===== src/include/raster_params.svh =====
`ifndef RASTER_PARAMS_SVH
`define RASTER_PARAMS_SVH

// byte address width on the memory side.
`define RASTER_ADDR_BITS 26

// three vertices of x, y, z, colour and a spare word.
`define RASTER_TRI_WORDS 15

// the FIFO holds 2**RASTER_FIFO_LOG2 whole triangles.
`define RASTER_FIFO_LOG2 2

`endif


===== src/hdl/raster_pkg.sv =====
`default_nettype none

`include "raster_params.svh"

package raster_pkg;

    // one byte address on the read master.
    typedef logic [`RASTER_ADDR_BITS-1:0] addr_t;

    typedef logic [31:0] word_t;

    // the header word is cut down to this width.
    typedef logic [15:0] tri_count_t;

    // word 0 sits in the low bits.
    typedef logic [`RASTER_TRI_WORDS*32-1:0] triangle_t;

    // integer part of an x or y word.
    typedef logic signed [15:0] coord_t;

    // doubled signed area of a triangle.
    typedef logic signed [33:0] area_t;

    typedef enum logic [1:0] {
        idle,
        header,
        words,
        drain
    } issue_state_t;

    typedef enum logic {
        wait_count,
        collect
    } assemble_state_t;

endpackage

`default_nettype wire


===== src/hdl/tri_fifo.sv =====
`default_nettype none

`include "raster_params.svh"

module tri_fifo #(
    parameter int log2_depth = `RASTER_FIFO_LOG2
) (
    input logic clock,
    input logic reset,
    input logic wr,
    input raster_pkg::triangle_t wr_data,
    input logic rd,
    output raster_pkg::triangle_t rd_data,
    output logic empty
);

    import raster_pkg::*;

    localparam int depth = 1 << log2_depth;

    triangle_t mem [depth];
    logic [log2_depth-1:0] wr_ptr;
    logic [log2_depth-1:0] rd_ptr;
    logic [log2_depth:0] count;

    assign empty = (count == '0);

    always_ff @(posedge clock or negedge reset) begin
        if (!reset) begin
            wr_ptr <= '0;
            rd_ptr <= '0;
            count <= '0;
        end else begin
            if (wr) begin
                wr_ptr <= wr_ptr + 1'b1; // wraps at the depth.
            end
            if (rd) begin
                rd_ptr <= rd_ptr + 1'b1;
            end
            if (wr && !rd) begin
                count <= count + 1'b1;
            end else if (!wr && rd) begin
                count <= count - 1'b1;
            end
        end
    end

    always_ff @(posedge clock) begin
        if (wr) begin
            mem[wr_ptr] <= wr_data;
        end
        if (rd) begin
            rd_data <= mem[rd_ptr]; // valid the cycle after rd.
        end
    end

endmodule

`default_nettype wire


===== config.mk =====
export PLATFORM = sky130hd
export DESIGN_NAME = tri_fifo
export DESIGN_NICKNAME = d
export VERILOG_FILES = /design/src/hdl/raster_pkg.sv /design/src/hdl/tri_fifo.sv
export VERILOG_INCLUDE_DIRS = /design/src /design/src/include
export SDC_FILE = /design/constraint.sdc
export NUM_CORES = 1
export LEC_CHECK = 0
export BUFFER_PORTS_ARGS = -buffer_cell sky130_fd_sc_hd__buf_4
export CAP_MARGIN = 20
export CORE_ASPECT_RATIO = 0.6
export CORE_MARGIN = 5
export CORE_UTILIZATION = 40
export CTS_CLUSTER_DIAMETER = 80
export DETAILED_ROUTE_END_ITERATION = 12
export GPL_TIMING_DRIVEN = 1
export SLEW_MARGIN = 20
export SYNTH_ARGS = -nofsm -noshare
export SYNTH_HDL_FRONTEND = slang
export SYNTH_SLANG_ARGS = --single-unit
export TNS_END_PERCENT = 30

===== constraint.sdc =====
create_clock -name clock -period 15.6 [get_ports clock]
set_clock_uncertainty 0.1 [all_clocks]
set_input_delay 0 -clock clock [delete_from_list [all_inputs] [get_ports clock]]
set_output_delay 0 -clock clock [all_outputs]
set_load 0.01 [all_outputs]

# Word-level counts from Yosys, hierarchy flattened
# Memories as Yosys holds them, arrays and structs flattened. A register that Yosys moved wholly into a read port is not among the register bits.
# Cells that the tools add are included.
# op_classes
addsub	4
n_reduce_logical	6
n_mux	4
# ops
operator	count
$mux 3	2
$add 2x1->2 const B	2
$add 3x1->3 const B	1
$logic_not 3->1	1
$sub 3x1->3 const B	1
$logic_and 1x1->1	2
$logic_not 1->1	2
$mux 1	2
$reduce_bool 2->1	1
# word_totals
reg_bits	7
input_bits	484
memories	1
mem_bits_rw	1920
# memory_table
memory	depth	word_bits	rd	rd_ports_with_merged_regs	write_ports	line	rtl
mem	4	480	1	1	1	tri_fifo.sv:21	triangle_t mem [depth];

# Depth between registers and ports, before layout
# Gate-level depths: netlist (run 1).
# logic_depth
word_depth	4
mapped_depth	7
ltp_nobuf	7

# Worst setup path after synthesis (run 1)
# OpenSTA, ideal clock, no wires.
# synth_timing
path_kind	register to register
from	reg wr_ptr[0]
to	mem mem[2][0] (netlist name), enable pin
path_stages_with_launch	4
arrival_time_ns	11.431
synth_period_minus_slack_ns	12.438
required_ns	14.593
setup_time_ns	0.907
path_slack_ns	3.162
cell_sequence	dfrtp_1 -> inv_1 -> ha_1 -> and2_1
# synth_lines
element	line	rtl
from (decl)	tri_fifo.sv:22	logic [log2_depth-1:0] wr_ptr;
from (signal assigned)	tri_fifo.sv:35	wr_ptr <= wr_ptr + 1'b1;
to (decl)	tri_fifo.sv:21	
# No word-level cell before the write port.

# Final worst setup path (run 1)
# layout_timing
from	reg wr_ptr[0]
to	mem mem[0][389] (netlist name), enable pin
# No word-level cell before the write port.

==> results.md, run 1 <==
- Count of cell types in the netlist: 20
- Cell taking the most area after synthesis: edfxtp_1
- Slew @ Worst Pin: 1.11 ns
- Final #Nets: 5609
- Hold Crit Class: in2reg
- Gr ovfl total: 0
- VDD IR max: 0.000139 V
- Site Rows: 131
- Share of layout cells above drive strength 1: 24.9%
- # setup viols final: 0
- DR pass1 iterations: 5
- Power Density: 165 nW/um^2
- RePlAce Congestion: 0.721
- PortBufs: 964
- Pre-CTS setup slack: 11.03 ns
- Synthesized area: 86000 um^2
- Initial antenna violation count: 22
- DIE AREA: 225000 um^2
- Initial drt markers: 2884
- Core area: 213000 um^2
- Final setup margin: 11.18 ns
- Starting Density: 40.3%
- CP startpoint kind: register
- Top cells by area, synth: edfxtp_1 (84%), mux4_1 (15%), buf_6 (0.64%), buf_2 (0.24%), dfrtp_1 (0.20%)
- Slew headroom: 26.1%
- WL per Instance: 24.2 um
- Vias in the first global route: 41938
- Worst Path Arrival: 4.75 ns
- Syn Nets: 3511
- Global-route wire length before repair: 289000 um
- Syn. warnings: 0
- RSZ-0062 raised after global routing: false
- Final Hold Violating Endpoints: 0
- Vias: 40242
- Clock slew at reported path FFs: 0.06 ns
- Final TNS setup: 0 ns
- Outcome: completed
- Vias per cell: 4.93
- Mapped Cells: 3021
- CTS tree: yes
- Sink Count: 2407
- FILL cells: 16300
- FMAX: 226 MHz
- H-tree depth: 4
- Syn_area_per_cell: 28.5 um^2
- Seq/Total Area, Yosys: 84.0%
- Largest net degree at the start of global routing: 149
- Root Buffer: clkbuf_16
- Fin crit share: 28.3%
- Clk_lat worst skew: 0.84 ns
- Post-CTS setup buffer count: 0
- DPL Wire Length: 118000 um
- Ports: 965
- DRT antenna net count: 0
- CP Max Fanout: 72
- Max-Cap Viols: 0
- Critical path endpoint category: register
- Area added between synthesis and finish: 31.2%
- Total Routing Usage GR: 17.1%
- DRC violations left: 0
- Commonest non-fill, non-tap cell in the layout: edfxtp_1
- Slew Limit Fails: 0
- Cts bufs inserted: 222
- Req. time, crit path: 15.93 ns
- Worst Path Class, Setup: reg2reg
- Final Critical Period: 4.42 ns
- Die width: 609 um
- Top cell type's share of synthesized area: 83.8%
- Yosys reg bits: 2407
- Most frequent cells in the layout: edfxtp_1 (2400), buf_4 (1011), dlygate4sd3_1 (964)
- Clock Tree Buf Depth: 4
- Leakage power: 39.8 nW
- Routed WL: 198000 um
- Vert. Die Dim: 369 um
[stage by stage]
step / hold slack, ns / utilization, % / area (um^2) / power [mW] / instances
after CTS: 0.0216 / 52.9 / 113000 / 18.9 / 8145
after floorplan: -0.396 / - / 86000 / 12.2 / 3021
after global placement: -0.277 / 45.2 / 96300 / 13.4 / 6788
after detailed placement: -0.277 / 45.2 / 96400 / 13.5 / 6790
final: 0.0403 / 52.9 / 113000 / 18.6 / 8164
after global routing: 0.0116 / 52.9 / 113000 / 19.4 / 8152
[state kept, by name, indices dropped and copies added (netlist names)]
register  flops
mem        1920
rd_data     480
count         3
rd_ptr        2
wr_ptr        2
[per-layer routing]
metal  up-vias  part of all wire [%]  track usage (%)
li1      17864                     -                -
met1     21185                    41             21.9
met2       923                    51             29.8
met3       262                   5.8             4.34
met4         8                   2.1             3.59
met5         -                 0.018                0
[Yosys cell counts, drive strengths merged]
library cell and count:
and2 4, nor3 1, clkbuf 4, nor2 1, buf 104, dfrtp 7
mux4 480, edfxtp 2400, nand2 2, o21ai 1, inv 4, xnor2 2
xor2 4, ha 5, fa 1, mux2 1
[area by class of cell]
cell class                      instances  area [um^2]  share of cell area, %
Antenna cell                           19         47.5                 0.0422
Clock buffer                          267         5720                   5.08
Clock inverter                        124          982                  0.871
Inverter                                4         15.0                 0.0133
Multi-Input combinational cell        502        12800                   11.4
Sequential cell                      2407        72300                   64.1
Tap cell                             2859         3580                   3.17
Timing Repair Buffer                 1982        17400                   15.4
[what timing repair did]
item | in CTS | in global routing
resized for setup | 0 | 0
hold buffers | 964 | 0
hold endpoints to repair | 2194 | 0
[cells by family after synthesis]
| kind of cell | count (synthesis) | share of synthesized area, % |
|---|---|---|
| AOI/OAI and AO/OA | 1 | 0.00582 |
| xor gates and xnor gates | 6 | 0.0611 |
| adders and majority gates | 6 | 0.0961 |
| buffers and inverters | 112 | 1.08 |
| DFF | 2407 | 84.0 |
| muxes | 481 | 14.7 |
| and+or+nand+nor | 8 | 0.0480 |
[worst max-delay path: stages (launching register included)]
cell and delay [ns]:
dfrtp_1 0.43, inv_1 0.12, ha_1 0.17, and2_4 0.54, buf_4 0.87, buf_4 0.69
buf_4 0.93
[power breakdown]
| part | switching (mW) | internal [mW] | total [mW] |
|---|---|---|---|
| clock network | 2.32 | 2.80 | 5.11 |
| logic | 2.17 | 1.99 | 4.16 |
| registers | 0.395 | 8.90 | 9.29 |
[final timing paths]
check	startpoint	to	slack (ns)	cells past startpoint
setup / recovery	wr_ptr[0]	mem[0][389]	11.18	6
hold / removal	wr_data[293]	mem[1][293]	0.04	2
setup reg to reg	wr_ptr[0]	mem[0][389]	11.18	6
hold reg to reg	count[2]	count[2]	0.38	1
max in group asynchronous	reset	rd_ptr[0]	14.98	3
min in group asynchronous	reset	rd_ptr[1]	0.14	3
Note: power is estimated with default switching activity, not from simulation.
==> run 2: changes to the inputs <==
==> constraint.sdc (replaced) <==
create_clock -name clock -period 4.5 [get_ports clock]
set_clock_uncertainty 0.1 [all_clocks]
set_input_delay 0 -clock clock [delete_from_list [all_inputs] [get_ports clock]]
set_output_delay 0 -clock clock [all_outputs]
set_load 0.01 [all_outputs]
==> run 2 against run 1 <==
Against the previous run:
- flip-flop and latch count is the same
- wire length grew 1.1%
- critical endpoint is now rd_data[373]
- combinational power grew to 3.6 times the previous value
- clock power grew to 3.5 times the previous value
- hold slack gained 0.096 ns
==> results.md, run 2 (synthesis results as in run 1) <==
- CP startpoint kind: register
- Gr ovfl total: 0 (unchanged)
- FMAX: 375 MHz (+66%)
- Dpl cell area: 97100 um^2 (+0.76%)
- Switching power: 17.1 mW (+250%)
- Most frequent cells in the layout: edfxtp_1 (2400), buf_4 (1015), dlygate4sd3_1 (965)
- Fin crit share: 59.2% (+31 points)
- DR pass1 iterations: 5 (unchanged)
- Cts bufs inserted: 218 (-1.8%)
- PortBufs: 964 (unchanged)
- Final setup margin: 1.83 ns (-9.35 ns)
- R2r worst-path depth: 2 (-4)
- Area added between synthesis and finish: 32.1%
- Logic gate share of total power: 22.9% (+0.5 points)
- Pwr Total: 65.1 mW (+250%)
- Starting Density: 40.3% (unchanged)
- Clock Tree Buf Depth: 4 (unchanged)
- Max-Cap Viols: 0 (unchanged)
- VDD IR max: 0.000409 V (+200%)
- Final Critical Period: 2.67 ns (-1.75 ns)
- Sw frac: 26.3% (-0.037 points)
- Vias per cell: 4.92 (-0.10%)
- Core area: 213000 um^2 (unchanged)
- Power Density: 573 nW/um^2 (+250%)
- Die width: 609 um (unchanged)
- RePlAce Congestion: 0.754 (+4.5%)
- Final Hold Violating Endpoints: 0 (unchanged)
- Slew Limit Fails: 0 (unchanged)
- Share of layout cells above drive strength 1: 25.4% (+0.50 points)
- Routed WL: 200000 um (+1.1%)
- Largest register FFs: 1920 (unchanged)
- RSZ-0062 raised after global routing: false
- Setup crit start: rd_ptr[0]
- Final TNS setup: 0 ns (unchanged)
- Hold Slack: 0.137 ns (+0.0963 ns)
- Ports: 965 (unchanged)
- Final #Nets: 5645 (+0.64%)
- Pint: 48.0 mW (+250%)
- CTS tree: yes
- # setup viols final: 0 (unchanged)
- R2R Setup Slk: 1.83 ns (-9.35 ns)
- Design area: 114000 um^2 (+0.73%)
- Slew headroom: 37.4% (+11 points)
- Slew @ Worst Pin: 0.940 ns (-0.169 ns)
- Clock slew at reported path FFs: 0.06 ns (about the same)
- Initial drt markers: 2545 (-12%)
- Clock group share of total power: 27.5% (about the same)
- CP Max Fanout: 74 (+2.8%)
- Critical path endpoint category: register
- Most flops, register: mem
- # placed instances: 6829 (+0.57%)
- Leakage power: 40.1 nW (+0.89%)
- Fin util: 53.3% (+0.38 points)
- WL per Instance: 24.4 um (+0.65%)
- Total Routing Usage GR: 17.3% (+0.21 points)
- Sink Count: 2407 (unchanged)
- Cell Count, Final, Fillers Out: 8200 (+0.44%)
- Vias: 40379 (+0.34%)
- Largest regs: mem: 1920 flops, rd_data: 480 flops, count: 3 flops
- DPL Wire Length: 122000 um (+3.1%)
- DIE AREA: 225000 um^2 (unchanged)
- Commonest non-fill, non-tap cell in the layout: edfxtp_1
- Reg2reg end: rd_data[373]
- Hold Crit Class: in2reg
- Post-CTS setup buffer count: 0 (unchanged)
- Global-route wire length before repair: 290000 um (+0.37%)
- Req. time, crit path: 4.95 ns (-10.98 ns)
- Worst r2r src: rd_ptr[0]
- Worst Path Class, Setup: reg2reg
- Pre-CTS setup slack: 1.76 ns (-9.27 ns)
- DRC violations left: 0 (unchanged)
- Vias in the first global route: 42271 (+0.79%)
- Largest net degree at the start of global routing: 121 (-19%)
- Vert. Die Dim: 369 um (unchanged)
- Root Buffer: clkbuf_16
- Initial antenna violation count: 30 (+36%)
- Power share of the sequential group: 49.5% (-0.6 points)
- H-tree depth: 4 (unchanged)
- Outcome: completed
- Setup crit end: rd_data[373]
- Site Rows: 131 (unchanged)
- Clk_lat worst skew: 0.83 ns (about the same)
- Worst Path Arrival: 3.12 ns (-1.63 ns)
- DRT antenna net count: 0 (unchanged)
-- run 2: power by group through the flow --
stage,registers (mW),logic (mW),clock network [mW]
after global routing,32.6,15.8,19.4
after detailed placement,32.7,14.6,0
after CTS,32.3,15.3,18.4
final,32.2,14.9,17.9
after floorplan,33.6,7.59,0
after global placement,32.6,14.4,0
-- run 2: repair_timing --
action / 4_1_cts / 5_1_grt
gates resized for setup: 0 / 0
hold endpoints to repair: 2387 / 0
hold buffers: 965 / 0
endpoints found under the setup margin: 0 / 0
-- run 2: worst min-delay path by stage --
stage          start   endpoint  slack [ns]  depth (start not counted)
2_1_floorplan  reset   count[0]       -0.40                          0
3_3_place_gp   reset  wr_ptr[0]       -0.28                          1
3_5_place_dp   reset  wr_ptr[0]       -0.28                          1
4_1_cts        reset  rd_ptr[1]        0.06                          3
5_1_grt        reset  wr_ptr[0]        0.09                          3
6_report          wr   count[0]        0.14                          4
-- run 2: routing by layer --
layer  global-route usage, %  wire (um)  vias up  part of all wire [%]
li1                        -          -    17910                     -
met1                    21.9      79900    21080                    40
met2                    29.3     100000     1036                    50
met3                    4.59      12300      337                   6.2
met4                    5.71       7000       16                   3.5
met5                   0.170        148        -                 0.074
-- run 2: layout make-up --
class                           count  area, um^2
Fill cell                       16233       99600
Sequential cell                  2407       72300
Timing Repair Buffer             2022       18100
Multi-Input combinational cell    502       12800
Clock buffer                      255        5620
Tap cell                         2859        3580
Clock inverter                    133        1170
Antenna cell                       18        45.0
Inverter                            4        15.0
-- run 2: worst max-delay path: stages, from the launching register on --
cell,delay (ns)
dfrtp_4,0.99
buf_12,0.52
mux4_1,0.63
