<file path="src/include/raster_params.svh">
`ifndef RASTER_PARAMS_SVH
`define RASTER_PARAMS_SVH

// byte address width on the memory side.
`define RASTER_ADDR_BITS 26

// three vertices of x, y, z, colour and a spare word.
`define RASTER_TRI_WORDS 15

// the FIFO holds 2**RASTER_FIFO_LOG2 whole triangles.
`define RASTER_FIFO_LOG2 2

`endif

</file>
<file path="src/hdl/raster_pkg.sv">
`default_nettype none

`include "raster_params.svh"

package raster_pkg;

    // one byte address on the read master.
    typedef logic [`RASTER_ADDR_BITS-1:0] addr_t;

    typedef logic [31:0] word_t;

    // the header word is cut down to this width.
    typedef logic [15:0] tri_count_t;

    // word 0 sits in the low bits.
    typedef logic [`RASTER_TRI_WORDS*32-1:0] triangle_t;

    // integer part of an x or y word.
    typedef logic signed [15:0] coord_t;

    // doubled signed area of a triangle.
    typedef logic signed [33:0] area_t;

    typedef enum logic [1:0] {
        idle,
        header,
        words,
        drain
    } issue_state_t;

    typedef enum logic {
        wait_count,
        collect
    } assemble_state_t;

endpackage

`default_nettype wire

</file>
<file path="src/hdl/batch_ctrl_if.sv">
`default_nettype none

interface batch_ctrl_if;

    raster_pkg::tri_count_t tri_count; // triangles in the running batch.
    logic count_valid; // high from header capture until batch_done.
    logic slot_release; // one pulse per FIFO pop.
    logic batch_done; // one pulse when the last triangle has left setup.

    modport issue (
        input tri_count, count_valid, slot_release, batch_done
    );

    modport assemble (
        output tri_count, count_valid,
        input batch_done
    );

    modport setup (
        input tri_count, count_valid,
        output slot_release, batch_done
    );

endinterface

`default_nettype wire

</file>
<file path="src/hdl/vertex_read_issue.sv">
`default_nettype none

`include "raster_params.svh"

module vertex_read_issue (
    input logic clock,
    input logic reset,
    input logic fetch_enable,
    input raster_pkg::addr_t base,
    output raster_pkg::addr_t address,
    output logic read,
    input logic waitrequest,
    batch_ctrl_if.issue ctrl
);

    import raster_pkg::*;

    localparam int unsigned fifo_depth = 1 << `RASTER_FIFO_LOG2;

    issue_state_t state;
    logic [3:0] word_idx; // word of the current triangle being requested.
    tri_count_t started; // triangles whose reads have begun.
    logic [`RASTER_FIFO_LOG2:0] credits; // started triangles still holding a slot.
    logic accepted;
    logic can_start;
    logic start_tri;

    assign accepted = read && !waitrequest;

    assign can_start = ctrl.count_valid && (started != ctrl.tri_count) &&
                       (credits < fifo_depth);

    // a triangle starts from a quiet bus or straight after the previous one's last word.
    assign start_tri = (state == words) && can_start &&
                       (!read || (accepted && word_idx == 4'd14));

    always_ff @(posedge clock or negedge reset) begin
        if (!reset) begin
            state <= idle;
            read <= 1'b0;
            address <= '0;
            word_idx <= '0;
            started <= '0;
        end else begin
            case (state)
                idle: begin
                    if (fetch_enable) begin
                        address <= base;
                        read <= 1'b1;
                        started <= '0;
                        word_idx <= '0;
                        state <= header;
                    end
                end
                header: begin
                    if (!waitrequest) begin
                        read <= 1'b0;
                        address <= address + addr_t'(4);
                        state <= words;
                    end
                end
                words: begin
                    if (accepted) begin
                        address <= address + addr_t'(4); // address always points at the next word.
                        if (word_idx == 4'd14) begin
                            word_idx <= '0;
                            read <= start_tri;
                        end else begin
                            word_idx <= word_idx + 4'd1;
                        end
                    end else if (!read) begin
                        if (start_tri) begin
                            read <= 1'b1;
                        end else if (ctrl.count_valid && started == ctrl.tri_count) begin
                            state <= drain; // every triangle has been requested.
                        end
                    end
                    if (start_tri) begin
                        started <= started + tri_count_t'(1);
                    end
                end
                drain: begin
                    if (ctrl.batch_done) begin
                        state <= idle;
                    end
                end
                default: state <= idle;
            endcase
        end
    end

    // a slot is taken when a triangle starts and given back when setup pops one.
    always_ff @(posedge clock or negedge reset) begin
        if (!reset) begin
            credits <= '0;
        end else if (start_tri && !ctrl.slot_release) begin
            credits <= credits + 1'b1;
        end else if (!start_tri && ctrl.slot_release) begin
            credits <= credits - 1'b1;
        end
    end

endmodule

`default_nettype wire

</file>
<file path="src/flat_wrapper.sv">
// flat-port wrapper written by rule: the top's interface ports become plain ports
module vertex_read_issue_flat import raster_pkg::*;
  (clock, reset, fetch_enable, base, address, read, waitrequest, ctrl_tri_count, ctrl_count_valid, ctrl_slot_release, ctrl_batch_done);
  batch_ctrl_if ctrl_i ();
  input logic clock;
  input logic reset;
  input logic fetch_enable;
  input raster_pkg::addr_t base;
  output raster_pkg::addr_t address;
  output logic read;
  input logic waitrequest;
  input wire logic [$bits(ctrl_i.tri_count)-1:0] ctrl_tri_count;
  input wire logic [$bits(ctrl_i.count_valid)-1:0] ctrl_count_valid;
  input wire logic [$bits(ctrl_i.slot_release)-1:0] ctrl_slot_release;
  input wire logic [$bits(ctrl_i.batch_done)-1:0] ctrl_batch_done;
  assign ctrl_i.tri_count = ctrl_tri_count;
  assign ctrl_i.count_valid = ctrl_count_valid;
  assign ctrl_i.slot_release = ctrl_slot_release;
  assign ctrl_i.batch_done = ctrl_batch_done;
  vertex_read_issue u_core (.clock(clock), .reset(reset), .fetch_enable(fetch_enable), .base(base), .address(address), .read(read), .waitrequest(waitrequest), .ctrl(ctrl_i));
endmodule
</file>
<file path="config.mk">
export PLATFORM = sky130hd
export DESIGN_NAME = vertex_read_issue_flat
export DESIGN_NICKNAME = d
export VERILOG_FILES = /design/src/hdl/raster_pkg.sv /design/src/hdl/batch_ctrl_if.sv /design/src/hdl/vertex_read_issue.sv /design/src/flat_wrapper.sv
export VERILOG_INCLUDE_DIRS = /design/src /design/src/include
export SDC_FILE = /design/constraint.sdc
export NUM_CORES = 1
export LEC_CHECK = 0
export ABC_CLOCK_PERIOD_IN_PS = 7800
export BUFFER_PORTS_ARGS = -buffer_cell sky130_fd_sc_hd__clkbuf_2
export CORE_ASPECT_RATIO = 1.1
export CORE_MARGIN = 2
export CORE_UTILIZATION = 54
export CTS_BUF_LIST = sky130_fd_sc_hd__clkbuf_4 sky130_fd_sc_hd__clkbuf_8
export DETAILED_ROUTE_END_ITERATION = 10
export PLACE_DENSITY_LB_ADDON = 0.15
export SETUP_SLACK_MARGIN = 0.05
export SLEW_MARGIN = 15
export SYNTH_ARGS = -nofsm -noshare
export SYNTH_HDL_FRONTEND = slang
export SYNTH_SLANG_ARGS = --single-unit
export TNS_END_PERCENT = 20
</file>
<file path="constraint.sdc">
create_clock -name clock -period 7.8 [get_ports clock]
set_input_delay 0.39 -clock clock [delete_from_list [all_inputs] [get_ports clock]]
set_output_delay 0.39 -clock clock [all_outputs]
set_load 0.05 [all_outputs]
</file>
; ---- After elaboration in Yosys (flattened, before gate mapping)
; Index checks and enable logic that the tools add are counted.
[word_totals]
inputBits = 49
register_bits = 52
[classes]
magnitude_cmp = 1
mux = 28
addsub = 5
reduce_logical = 23
n_eq_ne = 16
[ops]
columns = cell, count
row1 = 26-bit 2-to-1 mux, 3
row2 = 26-bit case mux with 3 select lines, 1
row3 = 16-bit 2-to-1 mux, 2
row4 = 16-bit case mux with 2 select lines, 1
row5 = "26-bit by 3-bit adder with 26-bit output, second input constant", 1
row6 = "16-bit by 1-bit adder with 16-bit output, second input constant", 1
row7 = 16-bit == test, 1
row8 = 16-bit inequality test, 1
row9 = 2-bit 2-to-1 mux, 7
row10 = "2-bit inequality test, second input constant", 7
row11 = 4-bit 2-to-1 mux, 3
row12 = 1-bit logical AND, 9
row13 = 2-bit case mux with 4 select lines, 1
row14 = 4-bit case mux with 2 select lines, 1
row15 = 4-bit AND reduction, 2
row16 = 7-bit AND reduction, 1
row17 = 1-bit 2-to-1 mux, 6
row18 = 3-bit 2-to-1 mux, 2
row19 = 3-bit AND reduction, 2
row20 = "4-bit by 1-bit adder with 4-bit output, second input constant", 1
row21 = "2-bit == test, second input constant", 2
row22 = "4-bit == test, second input constant", 1
row23 = 1-bit logical NOT, 4
row24 = "2-bit by 1-bit inequality test with 1-bit output, second input constant", 2
row25 = other kinds (10), 11

; ---- Longest topological paths before layout
[depth]
word_depth = 9
depth_mapped = 13

; ---- Worst setup path before layout
; OpenSTA, ideal clock, no wires.
[synth_path]
kind = register to register
start = register u_core.state[0]
end = register u_core.credits[2]
arrival_ns = 2.445
path_slack_ns = 5.276
setup_ns = 0.079
required_ns = 7.721
path_buffers = 1
period_less_slack_ns = 2.524
stages_incl_launch_ff = 13
path_cell_list = dfrtp_1 inv_1 ha_1 clkbuf_1 nand4b_2 or2_1 inv_2 ha_1 inv_1 fa_1 xor2_1 nor2_1 xor2_1
[synth_via]
elab_chain_cells = 6
[synth_lines]
columns = item, line
row1 = start: declaration, vertex_read_issue.sv:20  ; issue_state_t state;
row2 = start signal: assignment, vertex_read_issue.sv:39  ; state <= idle;
row3 = start signal: assignment, vertex_read_issue.sv:52  ; state <= header;
row4 = start signal: assignment, vertex_read_issue.sv:59  ; state <= words;
row5 = 2-bit == test (*), vertex_read_issue.sv:34  ; assign start_tri = (state == words) && can_start &&
row6 = 1-bit logical AND (*) (2 in series), vertex_read_issue.sv:34
row7 = 1-bit logical NOT, vertex_read_issue.sv:98  ; end else if (!start_tri && ctrl.slot_release) begin
row8 = 1-bit logical AND, vertex_read_issue.sv:98
row9 = 2-bit nonzero test (no source line), n/a
row10 = end signal: assignment, vertex_read_issue.sv:97  ; credits <= credits + 1'b1;
row11 = end signal: assignment, vertex_read_issue.sv:99  ; credits <= credits - 1'b1;
row12 = end: declaration, vertex_read_issue.sv:23  ; logic [`RASTER_FIFO_LOG2:0] credits;
; Every way passes the cells marked *; elsewhere a longest branch is shown, timed or not.
; A chain may end at the register's enable or synchronous reset.

; ---- Worst setup path in the final report
; Ends and elaborated chain as after synthesis.

==> results by group <==
Floorplanning
  • Starting Density: 56.4%
  • Die Ht: 85.7 µm
  • Io pins: 76
  • Core ar.: 5810 µm²
  • # rows: 29
  • Die Area: 6700 µm²
  • Die width: 78.2 µm

Timing
  • Final Hold Viols: 0
  • Endpoints failing setup: 0
  • Max_slew headroom: 26.6%
  • Final period util: 40.2%
  • Final critical delay including setup and external delays: 3140 ps
  • Hold Worst Slack: 191 ps
  • Worst slew pin tran: 1100 ps
  • RSZ-0062 raised after global routing: no
  • Fin. max-slew vios: 0
  • Setup TNS: 0 ps
  • Achievable frequency: 0.319 GHz
  • Clock skew: 4.09 ps

Synthesis
  • Post-synthesis compound-gate area fraction: 18.7%
  • Mux contribution to synthesized area: 2.22%
  • Fraction of registers with async set/reset: 100%
  • Syn. warnings: 0
  • Simple-Gate Fraction of Synth Area: 24.5%
  • Xor-xnor portion of the synthesized cell area: 6.96%
  • Synthesized-area fraction occupied by adder cells: 4.43%
  • Sequential cell area fraction in the yosys report: 39.8%
  • Post-synth EDFFs: 0
  • Distinct cells, synth: 52
  • Syn avg cell area: 8.59 µm²
  • Syn Nets: 441
  • Syn Std Cell Area: 3270 µm²
  • FF+latch count, synth: 52
  • Largest family of logic cells by synthesized area: simple AND/OR/NAND/NOR gates
  • Synth Instances: 381
  • Post-synth top flop: dfrtp_1

Clock tree
  • CTS Hold Bufs: 0
  • Post-CTS Setup Inserts: 0
  • CTS tree: done
  • Num CTS Buffers: 5
  • # clock sinks: 52
  • Root Driver: clkbuf_8
  • Clock-pin slew on the worst setup and hold paths: 100 ps
  • Clk buf depth: 2
  • H-tree Lvls: 2
  • Worst-skew pair later-pin latency: 310 ps
  • CTS resizes: 0

Route
  • First-pass DRT Iterations: 4
  • DRC: 0
  • Initial DRC Count: 165
  • Routed WL: 7.71 mm
  • Post-DRT Antenna Nets: 0
  • Routed vias/inst: 5.74
  • Wire length per cell: 14.7 µm
  • Via count: 3017

Finish
  • Reg area: 1300 µm²
  • Area of the multi-input gates: 1860 µm²
  • Antenna cells: 0
  • Final net count: 508
  • Share of layout cells above drive strength 1: 21.2%
  • Synth-to-layout area growth: 16.3%
  • Fillers: 517

Setup path
  • Worst Setup Start Kind: flip-flop
  • Crit-path max cell delay: 510 ps
  • CP max FO: 18
  • CP Cell Sequence: inv_1, ha_1, nand4b_2, or2_1, inv_2, ha_1, inv_1, fa_1, xor2_1, nor2_1, xor2_1
  • Critical path type: reg2reg
  • CP Data Required Time: 8040 ps
  • Slowest CP cell: ha_1
  • Worst R2R Path Depth: 11
  • CP Data Arrival Time: 3370 ps
  • CP Capture Type: flip-flop

Power and ir drop
  • Clock power share: 11.3%
  • Logic gate share of total power: 59.4%
  • Max IR drop VDD: 0.000312 V
  • Switching part of the total: 52.7%
  • Sw power: 881 µW
  • Pwr dens: 439 nW/µm²
  • Reg power frac: 29.3%
  • P_int: 791 µW
  • P_leak: 0.00171 µW

Global route
  • Initial antenna violation count: 0
  • Vias in the first global route: 2904
  • Largest net degree at the start of global routing: 66
  • GRT Total Usage: 23.9%
  • GR Overflow Total: 0
  • First-pass GRT wire length: 13.0 mm

Placed design
  • Final GP Congestion: 0.877
  • Port bufs: 75
  • DP HPWL: 5.53 mm

Flow run
  • Max-Cap Viols: 0

Min path
  • Hold Crit Class: in2async

Outcome
  • Outcome: finished clean
## power groups by stage
stage	Clock (µW)	Combinational (µW)	Sequential, µW
finish	189	992	490
global route	204	1090	509
CTS	195	994	488
detailed placement	0	992	493
global placement	0	973	489
floorplan	0	570	700
## cells in the final DEF (no fill, tap or decap), types with 7 or more instances in the layout
master / synthesis / layout
a2bb2oi_1: 8 / 8
dfrtp_1: 52 / 52
nand2_1: 43 / 43
xnor2_1: 24 / 24
and3_1: 10 / 10
nor2_1: 23 / 23
o22ai_1: 9 / 9
nand4_1: 7 / 7
clkbuf_2: 0 / 75
ha_1: 10 / 9
a21oi_1: 42 / 42
nand3_1: 26 / 26
nor3_1: 7 / 7
o21ai_0: 25 / 25
inv_1: 12 / 12
## Yosys cell counts (8+ instances only)
library cell  count  share of area, %
nor2_1           23               2.6
nand2_1          43               4.9
inv_1            12               1.4
and3_1           10               1.9
o21ai_0          25               3.8
o22ai_1           9               1.7
nand3_1          26               4.0
dfrtp_1          52                40
ha_1             10               3.8
xnor2_1          24               6.4
a21oi_1          42               6.4
a2bb2oi_1         8               2.1
clkbuf_1         12               1.4
## registers in the layout, summed over array words and instances (netlist names)
name	count
u_core.read	1
u_core.state	2
u_core.credits	3
u_core.started	16
u_core.address	26
u_core.word_idx	4
## per-layer routing
layer / track usage [%] / wire (µm)
met2: 42.0 / 3810
met1: 29.6 / 3410
met4: 8.77 / 122
met5: 0 / 0
met3: 4.21 / 366
## stage by stage
stage / std cells / setup slack (ps) / util [%] / cell area (µm²) / power (µW)
2_1_floorplan: 381 / 5280 / - / 3270 / 1270
3_3_place_gp: 518 / 4850 / 63.7 / 3700 / 1460
3_5_place_dp: 518 / 4740 / 63.7 / 3700 / 1480
4_1_cts: 526 / 4700 / 65.6 / 3810 / 1680
5_1_grt: 526 / 4460 / 65.6 / 3810 / 1800
6_report: 526 / 4660 / 65.6 / 3810 / 1670
## final timing paths
check / startpoint / endpoint / slack [ps]
setup / recovery: u_core.state[0]$_DFFE_PN0P_ / u_core.credits[2]$_DFFE_PN0P_ / 4660
hold / removal: reset / u_core.word_idx[2]$_DFFE_PN0P_ / 190
setup reg to reg: u_core.state[0]$_DFFE_PN0P_ / u_core.credits[2]$_DFFE_PN0P_ / 4660
hold reg to reg: u_core.word_idx[3]$_DFFE_PN0P_ / u_core.word_idx[3]$_DFFE_PN0P_ / 500
max in group asynchronous: reset / u_core.started[13]$_DFFE_PN0P_ / 7160
min in group clock: base[0] / u_core.address[0]$_DFFE_PN0P_ / 330
## logic make-up (layout without fill, tap and decap cells)
logic type | after synthesis | after routing
and+or+nand+nor | 152 | 152
AOI/OAI and AO/OA | 103 | 103
DFF | 52 | 52
buffers and inverters | 30 | 98
xor gates and xnor gates | 26 | 26
adders and majority gates | 11 | 11
muxes | 7 | 7
## area by class of cell
class                      count  share of cell area, %
sequential                    52                   34.2
clock buffer                   5                   1.81
tap                           77                   2.53
timing repair buffer          77                   10.3
clock inverter                 3                   1.12
multi-input combinational    299                   48.8
inverter                      13                   1.28
## critical path, delay by kind of cell, from the launching register on
kind / cells / cell delay (ps)
flip-flops: 1 / 430
adder cells (fa/ha/maj): 3 / 1070
XOR/XNOR: 2 / 310
AND/OR/NAND/NOR: 3 / 900
buffers and inverters: 3 / 360
(Power assumes the default switching activity.)
