### src/include/raster_params.svh
`ifndef RASTER_PARAMS_SVH
`define RASTER_PARAMS_SVH

// byte address width on the memory side.
`define RASTER_ADDR_BITS 26

// three vertices of x, y, z, colour and a spare word.
`define RASTER_TRI_WORDS 15

// the FIFO holds 2**RASTER_FIFO_LOG2 whole triangles.
`define RASTER_FIFO_LOG2 2

`endif

### src/hdl/raster_pkg.sv
`default_nettype none

`include "raster_params.svh"

package raster_pkg;

    // one byte address on the read master.
    typedef logic [`RASTER_ADDR_BITS-1:0] addr_t;

    typedef logic [31:0] word_t;

    // the header word is cut down to this width.
    typedef logic [15:0] tri_count_t;

    // word 0 sits in the low bits.
    typedef logic [`RASTER_TRI_WORDS*32-1:0] triangle_t;

    // integer part of an x or y word.
    typedef logic signed [15:0] coord_t;

    // doubled signed area of a triangle.
    typedef logic signed [33:0] area_t;

    typedef enum logic [1:0] {
        idle,
        header,
        words,
        drain
    } issue_state_t;

    typedef enum logic {
        wait_count,
        collect
    } assemble_state_t;

endpackage

`default_nettype wire

### src/hdl/batch_ctrl_if.sv
`default_nettype none

interface batch_ctrl_if;

    raster_pkg::tri_count_t tri_count; // triangles in the running batch.
    logic count_valid; // high from header capture until batch_done.
    logic slot_release; // one pulse per FIFO pop.
    logic batch_done; // one pulse when the last triangle has left setup.

    modport issue (
        input tri_count, count_valid, slot_release, batch_done
    );

    modport assemble (
        output tri_count, count_valid,
        input batch_done
    );

    modport setup (
        input tri_count, count_valid,
        output slot_release, batch_done
    );

endinterface

`default_nettype wire

### src/hdl/vertex_assemble.sv
`default_nettype none

module vertex_assemble (
    input logic clock,
    input logic reset,
    input raster_pkg::word_t readdata,
    input logic readdatavalid,
    output logic tri_wr,
    output raster_pkg::triangle_t tri_data,
    batch_ctrl_if.assemble ctrl
);

    import raster_pkg::*;

    assemble_state_t state;
    logic [3:0] word_idx; // slot for the next returned word.
    logic word_in;

    assign word_in = (state == collect) && readdatavalid;

    always_ff @(posedge clock or negedge reset) begin
        if (!reset) begin
            state <= wait_count;
            ctrl.count_valid <= 1'b0;
            ctrl.tri_count <= '0;
            word_idx <= '0;
            tri_wr <= 1'b0;
        end else begin
            tri_wr <= word_in && (word_idx == 4'd14);
            case (state)
                wait_count: begin
                    if (readdatavalid) begin
                        ctrl.tri_count <= readdata[15:0]; // upper half of the header is ignored.
                        ctrl.count_valid <= 1'b1;
                        word_idx <= '0;
                        state <= collect;
                    end
                end
                collect: begin
                    if (readdatavalid) begin
                        if (word_idx == 4'd14) begin
                            word_idx <= '0;
                        end else begin
                            word_idx <= word_idx + 4'd1;
                        end
                    end
                    if (ctrl.batch_done) begin
                        ctrl.count_valid <= 1'b0;
                        state <= wait_count;
                    end
                end
                default: state <= wait_count;
            endcase
        end
    end

    // the FIFO samples the old contents on the edge that a new word overwrites them.
    always_ff @(posedge clock) begin
        if (word_in) begin
            tri_data[word_idx*32 +: 32] <= readdata;
        end
    end

endmodule

`default_nettype wire

### src/flat_wrapper.sv
// flat-port wrapper written by rule: the top's interface ports become plain ports
module vertex_assemble_flat import raster_pkg::*;
  (clock, reset, readdata, readdatavalid, tri_wr, tri_data, ctrl_tri_count, ctrl_count_valid, ctrl_batch_done);
  batch_ctrl_if ctrl_i ();
  input logic clock;
  input logic reset;
  input raster_pkg::word_t readdata;
  input logic readdatavalid;
  output logic tri_wr;
  output raster_pkg::triangle_t tri_data;
  output wire logic [$bits(ctrl_i.tri_count)-1:0] ctrl_tri_count;
  output wire logic [$bits(ctrl_i.count_valid)-1:0] ctrl_count_valid;
  input wire logic [$bits(ctrl_i.batch_done)-1:0] ctrl_batch_done;
  assign ctrl_tri_count = ctrl_i.tri_count;
  assign ctrl_count_valid = ctrl_i.count_valid;
  assign ctrl_i.batch_done = ctrl_batch_done;
  vertex_assemble u_core (.clock(clock), .reset(reset), .readdata(readdata), .readdatavalid(readdatavalid), .tri_wr(tri_wr), .tri_data(tri_data), .ctrl(ctrl_i));
endmodule
### config.mk
export PLATFORM = sky130hd
export DESIGN_NAME = vertex_assemble_flat
export DESIGN_NICKNAME = d
export VERILOG_FILES = /design/src/hdl/raster_pkg.sv /design/src/hdl/batch_ctrl_if.sv /design/src/hdl/vertex_assemble.sv /design/src/flat_wrapper.sv
export VERILOG_INCLUDE_DIRS = /design/src /design/src/include
export SDC_FILE = /design/constraint.sdc
export NUM_CORES = 1
export LEC_CHECK = 0
export BUFFER_PORTS_ARGS = -buffer_cell sky130_fd_sc_hd__buf_4
export CAP_MARGIN = 10
export CORE_AREA = 2 2 208 210
export DETAILED_ROUTE_END_ITERATION = 7
export DIE_AREA = 0 0 210 212
export PLACE_DENSITY_LB_ADDON = 0.2
export SETUP_SLACK_MARGIN = 0.3
export SLEW_MARGIN = 40
export SYNTH_ARGS = -nofsm -noshare
export SYNTH_HDL_FRONTEND = slang
export SYNTH_SLANG_ARGS = --single-unit
### constraint.sdc
create_clock -name clock -period 7 [get_ports clock]
set_input_delay 2.1 -clock clock [delete_from_list [all_inputs] [get_ports clock]]
set_output_delay 2.1 -clock clock [all_outputs]
set_load 0.02 [all_outputs]
# After elaboration in Yosys (flattened, before gate mapping)
# Cells that the tools add are included.
[word_totals]
latchBits = 0
inputBits = 36
reg_bits = 503
out_inout_bits = 498
mem_bits_ro = 0
mem_count = 0
ram_bits = 0
word_cells = 31
[op_classes]
multipliers = 0
reduce_logical = 5
eq_ne = 4
n_lt_le_gt_ge = 0
bitwise = 1
div = 0
shift = 2
n_mux = 11
addsub = 2
[op_table]
columns = ["cell", "n"]
rows = [
  ["bitwise mux 480 bit", 1],
  ["variable shift 32 x 34 -> 480 bit (first input constant)", 1],
  ["variable part select 32 x 34 -> 480 bit", 1],
  ["negator 9 -> 34 bit", 1],
  ["2-to-1 mux 4 bit", 3],
  ["case mux 4 bit (2 select lines)", 1],
  ["!= test 2 bit (second input constant)", 3],
  ["AND reduction 2 bit", 3],
  ["adder 4 x 1 -> 4 bit (second input constant)", 1],
  ["equality test 4 bit (second input constant)", 1],
  ["2-to-1 mux 1 bit", 4],
  ["case mux 1 bit (2 select lines)", 2],
  ["logical AND 1 bit", 2],
  ["inverter 1 bit", 1],
]

# Depth between registers and ports, before layout
# Gate-level depths: netlist (run 1).
[logic_depth]
word_depth = 4
depth_mapped = 8
depth_no_buf = 5

# Worst setup path before layout (run 1)
# OpenSTA, ideal clock, no wires.
[synth_path]
path_type = "in2reg"
from = "input readdatavalid"
to = "register u_core.tri_data[0], enable pin"
path_slack_ps = 982
path_stages = 3
arrival_time_ps = 5517
required_ps = 6499
setup_ps = 501
path_buffers = 1
cell_sequence = "clkbuf_1 nand3_1 nor4_1"
[synth_between]
elab_chain_cells = 1
[synth_lines]
columns = ["element", "line", "text"]
rows = [
  ["start, declared", "flat_wrapper.sv:8", "input logic readdatavalid;"],
  ["logical AND 1 bit", "vertex_assemble.sv:19", "assign word_in = (state == collect) && readdatavalid;"],
  ["end signal, assigned by index", "vertex_assemble.sv:60", "tri_data[word_idx*32 +: 32] <= readdata;"],
  ["end, declared", "vertex_assemble.sv:9", "output raster_pkg::triangle_t tri_data,"],
]
# No other way between the ends.
# A chain may end at the register's enable or synchronous reset.

# Worst setup path in the final report (run 1)
[layout_path]
from = "register u_core.tri_data[75]"
to = "output tri_data[75]"
[layout_lines]
columns = ["element", "line", "text"]
rows = [
  ["end, declared", "flat_wrapper.sv:10", "output raster_pkg::triangle_t tri_data;"],
]
# No word-level cell between the ends.

==> metrics.md, run 1 <==
| Metric | Value |
|---|---|
| Peak Freq | `300 MHz` |
| Mapped cell area | `19,400 µm²` |
| First-pass DRT Iterations | `5` |
| Req. time, crit path | `4.90 ns` |
| Sw frac | `24.6%` |
| Cells along the critical path | `buf_4` |
| Max-cap violations | `0` |
| Crit Path Max Fanout | `1` |
| Post-synth EDFFs | `480` |
| Synth Area in XOR/XNOR | `0.136%` |
| Largest cells by area after synthesis | `edfxtp_1 74%, and2_1 5.2%, and3_1 4.2%` |
| CTS Sinks | `503` |
| Vias/cell | `5.33` |
| DP Wirelength | `40,600 µm` |
| Max Root-Sink Buffers | `3` |
| Top_reg_cell synth | `edfxtp_1` |
| First-pass GRT wire length | `86,200 µm` |
| Synth Net Count | `1,261` |
| Maximum VDD drop | `204 µV` |
| Port buffer count | `533` |
| Post-Syn Instances | `1,221` |
| Final min period | `3.33 ns` |
| Worst Tran Pin Value | `0.802 ns` |
| Final worst-path setup slack | `3.67 ns` |
| Worst slack, placed | `3.12 ns` |
| Slowest cell on the critical path | `edfxtp_1` |
| Grt total ovfl | `0` |
| Worst Path Class, Setup | `register to primary output` |
| Sw power | `1.61 mW` |
| Register bit count reported by yosys | `503` |
| Initial antenna violation count | `9` |
| Number of nets in the layout | `1,758` |
| Largest family of logic cells by synthesized area | `simple AND/OR/NAND/NOR gates` |
| Die area | `44,500 µm²` |
| Met2 Use GR | `46.1%` |
| Crit. End Element | `primary output` |
| Register Area | `15,000 µm²` |
| CP delay by family, top | `flip-flops` |
| Routed WL per cell | `26.8 µm` |
| Period utilisation layout | `47.6%` |
| Clk_lat worst skew | `0.59 ns` |
| Die height | `212 µm` |
| Total GRT Usage | `27.5%` |
| Outcome | `finished, final reports clean` |
| Final Max Tran Viols | `0` |
| Post-synthesis compound-gate area fraction | `0.433%` |
| Syn. warnings | `0` |
| Reg clk slew, reported paths | `0.06 ns` |
| R2r setup slk | `3.79 ns` |
| Post-route ant nets | `0` |
| Post-synthesis mux area share | `1.04%` |
| Final WL | `61,800 µm` |
| HP Class | `register to register` |
| Iter 0 DRT Violations | `1,118` |
| CTS tree | `done` |
| Cell-internal power | `4.93 mW` |
| Setup TNS | `0 ns` |
| Adder-cell share of the synthesized area | `0.259%` |
| H-tree Lvls | `2` |
| Final clock skew | `0.0168 ns` |
| Vias in the first global route | `11.9k` |
| Layer with the highest usage | `met2` |
| Pwr dens | `257 nW/µm²` |
| Core Region | `42,500 µm²` |
| Area leader, netlist | `edfxtp_1` |
| Post-CTS setup buffers | `0` |
| Die extent in x | `210 µm` |
| Logic pwr share | `10.2%` |
| Placer Congestion | `0.816` |
| Leak Pwr | `9.53 nW` |
| Synth cell types | `42` |
| Hold buffers post-CTS | `0` |
| Cts repair resizes | `0` |
| Post-synthesis async set-or-reset flop share | `4.57%` |
| GR met3 Demand/Resource | `6.88%` |
| Pin count of the biggest net entering global routing | `80` |
| Final setup fails | `0` |
| Residual DRC | `0` |
| Arr. time, crit path | `1.23 ns` |
| Vias post-DR | `12.3k` |
| RSZ-0062 raised after global routing | `false` |
| Avg Cell Area, Syn | `15.9 µm²` |
| # fillers | `3,279` |
| Ports | `534` |
| Share of layout cells above drive strength 1 | `40.5%` |
| Buf/Inv on CP | `1` |
| Starting Density | `45.5%` |
| Area share of the largest cell type after synthesis | `74.5%` |
| Sequential area share after synthesis | `77.4%` |
| Area of the multi-input gates | `3900 µm²` |
| CTS root buffer | `clkbuf_16` |
| Num rows | `76` |
| Startpoint Class | `register` |
| Final Hold Vio Count | `0` |
| Simple-Gate Fraction of Synth Area | `17.4%` |
| CTS Buf Count | `50` |
| Area grow syn2layout | `31.5%` |
| Critical path's largest stage delay | `0.45 ns` |
| Seq pwr share | `51.1%` |
| Rel. slew slack | `46.4%` |
| Clock network fraction of total power | `38.7%` |
| M1 GR Usage | `35.3%` |
## worst register-to-register path, stage by stage (launching register included)
cell     delay, ns
dfrtp_1       0.52
inv_1         0.24
ha_1          0.40
xnor2_1       0.42
and2_2        0.50
and3_2        0.75
## power by group through the flow
stage                     Combinational, mW  Clock, mW  Sequential (mW)
after detailed placement              0.666          0             3.41
after global routing                  0.719       2.69             3.35
after global placement                0.633          0             3.40
after CTS                             0.666       2.56             3.34
after floorplan                       0.403          0             3.44
final                                 0.667       2.54             3.34
## state kept, by name, indices dropped and copies added, names as in the netlist
register                 count
u_core.ctrl.count_valid      1
u_core.ctrl.tri_count       16
u_core.state                 1
u_core.tri_data            480
u_core.tri_wr                1
u_core.word_idx              4
## synthesized netlist by cell type (4+ instances only)
master	instances
dfrtp_1	23
nor3_1	6
nor3b_2	38
and3_1	130
edfxtp_1	480
and2_1	162
ha_1	4
buf_2	18
nor3b_1	26
buf_6	20
nand3_1	7
mux2_2	17
nor2_1	139
inv_1	7
nand2_1	38
clkbuf_1	69
## metrics by stage
stage          utilization, %  std cells  power, mW  area, µm²  hold slack, ns
4_1_cts                  59.8       2299       6.57      25400           0.517
5_1_grt                  59.9       2300       6.75      25400           0.529
3_5_place_dp             56.2       2211       4.07      23900           0.497
3_3_place_gp             55.6       2202       4.04      23600           0.493
2_1_floorplan               -       1221       3.85      19400           0.518
6_report                 59.9       2302       6.55      25400           0.511
## cell usage in the layout, fill, tap and decap left out, types with 3 or more instances in the layout
cell / count
o22ai_1: 3
mux2_2: 16
and2_1: 161
ha_1: 4
dfrtp_1: 23
nor3b_2: 38
clkbuf_16: 51
clkinv_2: 11
and3_1: 129
nor2_4: 6
clkbuf_1: 9
buf_16: 6
nor2_1: 131
inv_1: 7
nand3_1: 7
nor3b_1: 26
clkbuf_8: 4
buf_4: 549
clkinv_1: 10
edfxtp_1: 480
nand2_1: 38
nor3_2: 5
## logic make-up (layout without fill, tap and decap cells)
logic type	after synthesis	count (layout)
AOI/OAI and AO/OA	12	12
xor gates and xnor gates	3	3
adders and majority gates	4	4
buffers and inverters	119	652
DFF	503	503
muxes	18	18
other	0	2
and+or+nand+nor	562	562
## final cells by class
cell class	instances	area share [%]
clock inverter	25	0.669
inverter	7	0.103
multi-input combinational	599	15.3
clock buffer	63	5.31
timing repair buffer	557	17.0
sequential	503	58.9
antenna	2	0.0197
tap	546	2.68
## layer usage
metal / vias to the layer above / part of all wire [%] / routed length (µm)
li1: 5354 / - / -
met1: 6166 / 38 / 23200
met2: 637 / 50 / 30800
met3: 102 / 9.4 / 5800
met4: 0 / 3.3 / 2040
met5: - / 0 / 0
## worst paths after layout
path,startpoint,endpoint,cells past startpoint
max,u_core.tri_data[75],tri_data[75],1
min,u_core.ctrl.tri_count[10],u_core.ctrl.tri_count[10],1
max reg2reg,u_core.word_idx[0],u_core.tri_data[81],5
min reg2reg,u_core.ctrl.tri_count[10],u_core.ctrl.tri_count[10],1
max in group asynchronous,reset,u_core.ctrl.tri_count[11],1
min in group asynchronous,reset,u_core.ctrl.tri_count[5],1
No activity file was read; power rests on OpenSTA's default activity.
==> run 2, diff against run 1 <==
==> constraint.sdc (replaced) <==
create_clock -name clock -period 3.12 [get_ports clock]
set_input_delay 0.936 -clock clock [delete_from_list [all_inputs] [get_ports clock]]
set_output_delay 0.936 -clock clock [all_outputs]
set_load 0.02 [all_outputs]
==> metrics.md, run 2 (synthesis results as in run 1) <==
| Metric | Value |
|---|---|
| Slowest cell on the critical path | `dfrtp_1 (was edfxtp_1)` |
| Cells along the critical path | `nor3_2 > ha_1 > buf_4 > or3_2 > nor4_4 > buf_4 (was buf_4)` |
| CTS Sinks | `503 (unchanged)` |
| Initial antenna violation count | `13 (was 9)` |
| Crit-path most repeated cell | `buf_4` |
| Final cell count without fillers | `2,322 (was 2,302)` |
| Placed insts | `2,226 (was 2,211)` |
| Number of nets in the layout | `1,772 (was 1,758)` |
| Placer Congestion | `0.838 (was 0.816)` |
| CTS tree | `done (unchanged)` |
| Final WL | `62,000 µm (was 61,800 µm)` |
| Cts repair resizes | `0 (unchanged)` |
| Crit Path Max Fanout | `32 (was 1)` |
| Vias post-DR | `12.3k (about the same)` |
| CTS root buffer | `clkbuf_16 (unchanged)` |
| Req. time, crit path | `3.35 ns (was 4.90 ns)` |
| Final min period | `2.64 ns` |
| Ports | `534 (unchanged)` |
| Critical path's largest stage delay | `0.57 ns (was 0.45 ns)` |
| Grt total ovfl | `0 (unchanged)` |
| Reg clk slew, reported paths | `0.06 ns (about the same)` |
| Area grow syn2layout | `32.6% (was 31.5%)` |
| Routed WL per cell | `26.7 µm (was 26.8 µm)` |
| Port buffer count | `533 (unchanged)` |
| H-tree Lvls | `2 (unchanged)` |
| Seq pwr share | `49.3% (was 51.1%)` |
| Biggest regs | `u_core.tri_data: 480 flops, u_core.ctrl.tri_count: 16 flops, u_core.word_idx: 4 flops (unchanged)` |
| Vias in the first global route | `11.9k (about the same)` |
| Iter 0 DRT Violations | `1,083 (was 1,118)` |
| Total GRT Usage | `27.3% (was 27.5%)` |
| Maximum VDD drop | `465 µV (was 204 µV)` |
| Max-cap violations | `0 (unchanged)` |
| Peak Freq | `379 MHz` |
| HP Class | `input port to asynchronous set/reset pin (was register to register)` |
| Worst hold slack | `0.266 ns (was 0.511 ns)` |
| Die extent in x | `210 µm (unchanged)` |
| Hold buffers post-CTS | `0 (unchanged)` |
| Share of layout cells above drive strength 1 | `41.2% (was 40.5%)` |
| Worst Path Class, Setup | `register to register (was register to primary output)` |
| Die area | `44,500 µm² (unchanged)` |
| Outcome | `finished, final reports clean (unchanged)` |
| RSZ-0062 raised after global routing | `false (unchanged)` |
| Leading cell type in the layout, fill and taps excluded | `buf_4 (unchanged)` |
| Sw power | `3.72 mW (was 1.61 mW)` |
| DP Wirelength | `39,500 µm (was 40,600 µm)` |
| Logic pwr share | `10.2% (about the same)` |
| Worst Tran Pin Value | `0.586 ns (was 0.802 ns)` |
| Register Area | `15,000 µm² (about the same)` |
| Period utilisation layout | `84.5%` |
| Setup TNS | `0 ns (unchanged)` |
| Startpoint Class | `register (unchanged)` |
| Leak Pwr | `9.67 nW (was 9.53 nW)` |
| Buf/Inv on CP | `2 (was 1)` |
| # fillers | `3,269 (was 3,279)` |
| Overall power | `15.2 mW (was 6.55 mW)` |
| CP delay by family, top | `simple AND/OR/NAND/NOR gates (was flip-flops)` |
| Pin count of the biggest net entering global routing | `72 (was 80)` |
| Max reg flops | `480 (unchanged)` |
| Final clock skew | `0.0208 ns (was 0.0168 ns)` |
| Arr. time, crit path | `2.86 ns (was 1.23 ns)` |
| Final Max Tran Viols | `0 (unchanged)` |
| Area of the multi-input gates | `3910 µm² (was 3900 µm²)` |
| Final Hold Vio Count | `0 (unchanged)` |
| Max Root-Sink Buffers | `3 (unchanged)` |
| Cell-internal power | `11.5 mW (was 4.93 mW)` |
| Vias/cell | `5.31 (was 5.33)` |
| Pwr dens | `592 nW/µm² (was 257 nW/µm²)` |
| CTS Buf Count | `50 (unchanged)` |
| Rel. slew slack | `60.9% (was 46.4%)` |
| Sw frac | `24.5% (was 24.6%)` |
| Num rows | `76 (unchanged)` |
| First-pass GRT wire length | `85,200 µm (was 86,200 µm)` |
| Clock network fraction of total power | `40.5% (was 38.7%)` |
| Clk_lat worst skew | `0.59 ns (about the same)` |
| Starting Density | `45.5% (unchanged)` |
| First-pass DRT Iterations | `5 (unchanged)` |
| Final setup fails | `0 (unchanged)` |
| Commonest cells after routing, fill and taps aside | `562 x buf_4, 480 x edfxtp_1, 162 x and2_1, 131 x nor2_1, 130 x and3_1 (was 549 x buf_4, 480 x edfxtp_1, 161 x and2_1, 131 x nor2_1, 129 x and3_1)` |
| Residual DRC | `0 (unchanged)` |
| Die height | `212 µm (unchanged)` |
| Post-CTS setup buffers | `0 (unchanged)` |
| Post-route ant nets | `0 (unchanged)` |
| Most flop-heavy register | `u_core.tri_data (unchanged)` |
| Crit. End Element | `register (was primary output)` |
| Core Region | `42,500 µm² (unchanged)` |
run 2: per-stage QoR:
step                area [µm²]  util (%)  setup slack [ns]
floorplan                19500         -             0.253
global placement         24000      56.4             0.390
detailed placement       24000      56.5             0.486
CTS                      25700      60.4             0.482
global route             25700      60.4             0.351
finish                   25700      60.4             0.484
run 2: cell type report:
class | instances | share of cell area (%)
multi-input combinational | 599 | 15.2
clock buffer | 59 | 5.13
antenna | 4 | 0.0390
inverter | 7 | 0.102
clock inverter | 33 | 1.32
sequential | 503 | 58.4
tap | 546 | 2.66
timing repair buffer | 571 | 17.1
run 2: path summary, 6_finish.rpt:
| check | from | to | slack (ns) | depth (start not counted) |
|---|---|---|---|---|
| max | u_core.word_idx[2] | u_core.tri_data[26] | 0.48 | 6 |
| max reg2reg | u_core.word_idx[2] | u_core.tri_data[26] | 0.48 | 6 |
| min reg2reg | u_core.ctrl.tri_count[8] | u_core.ctrl.tri_count[8] | 0.51 | 1 |
| min | reset | u_core.ctrl.tri_count[4] | 0.27 | 1 |
| max in group asynchronous | reset | u_core.word_idx[0] | 2.57 | 1 |
| min in group clock | u_core.ctrl.tri_count[8] | u_core.ctrl.tri_count[8] | 0.51 | 1 |
run 2: worst reg2reg max path, delay by kind of cell (launching register included):
kind	cells	cell delay, ns
adders and majority gates	1	0.33
and+or+nand+nor	3	0.79
DFF	1	0.57
buffers and inverters	2	0.60
run 2: power by group through the flow:
stage | combinational, mW | clock (mW) | sequential, mW
5_1_grt | 1.66 | 6.46 | 7.50
6_report | 1.55 | 6.14 | 7.49
2_1_floorplan | 0.942 | 0 | 7.73
4_1_cts | 1.56 | 6.20 | 7.49
3_5_place_dp | 1.56 | 0 | 7.64
3_3_place_gp | 1.53 | 0 | 7.63
run 2: metal layers:
layer / wire (µm) / track usage [%] / up-vias
met5: 0 / 0 / -
met4: 2330 / 10.3 / 0
met3: 5560 / 6.14 / 112
met2: 30700 / 45.5 / 670
met1: 23500 / 35.1 / 6149
li1: - / - / 5390
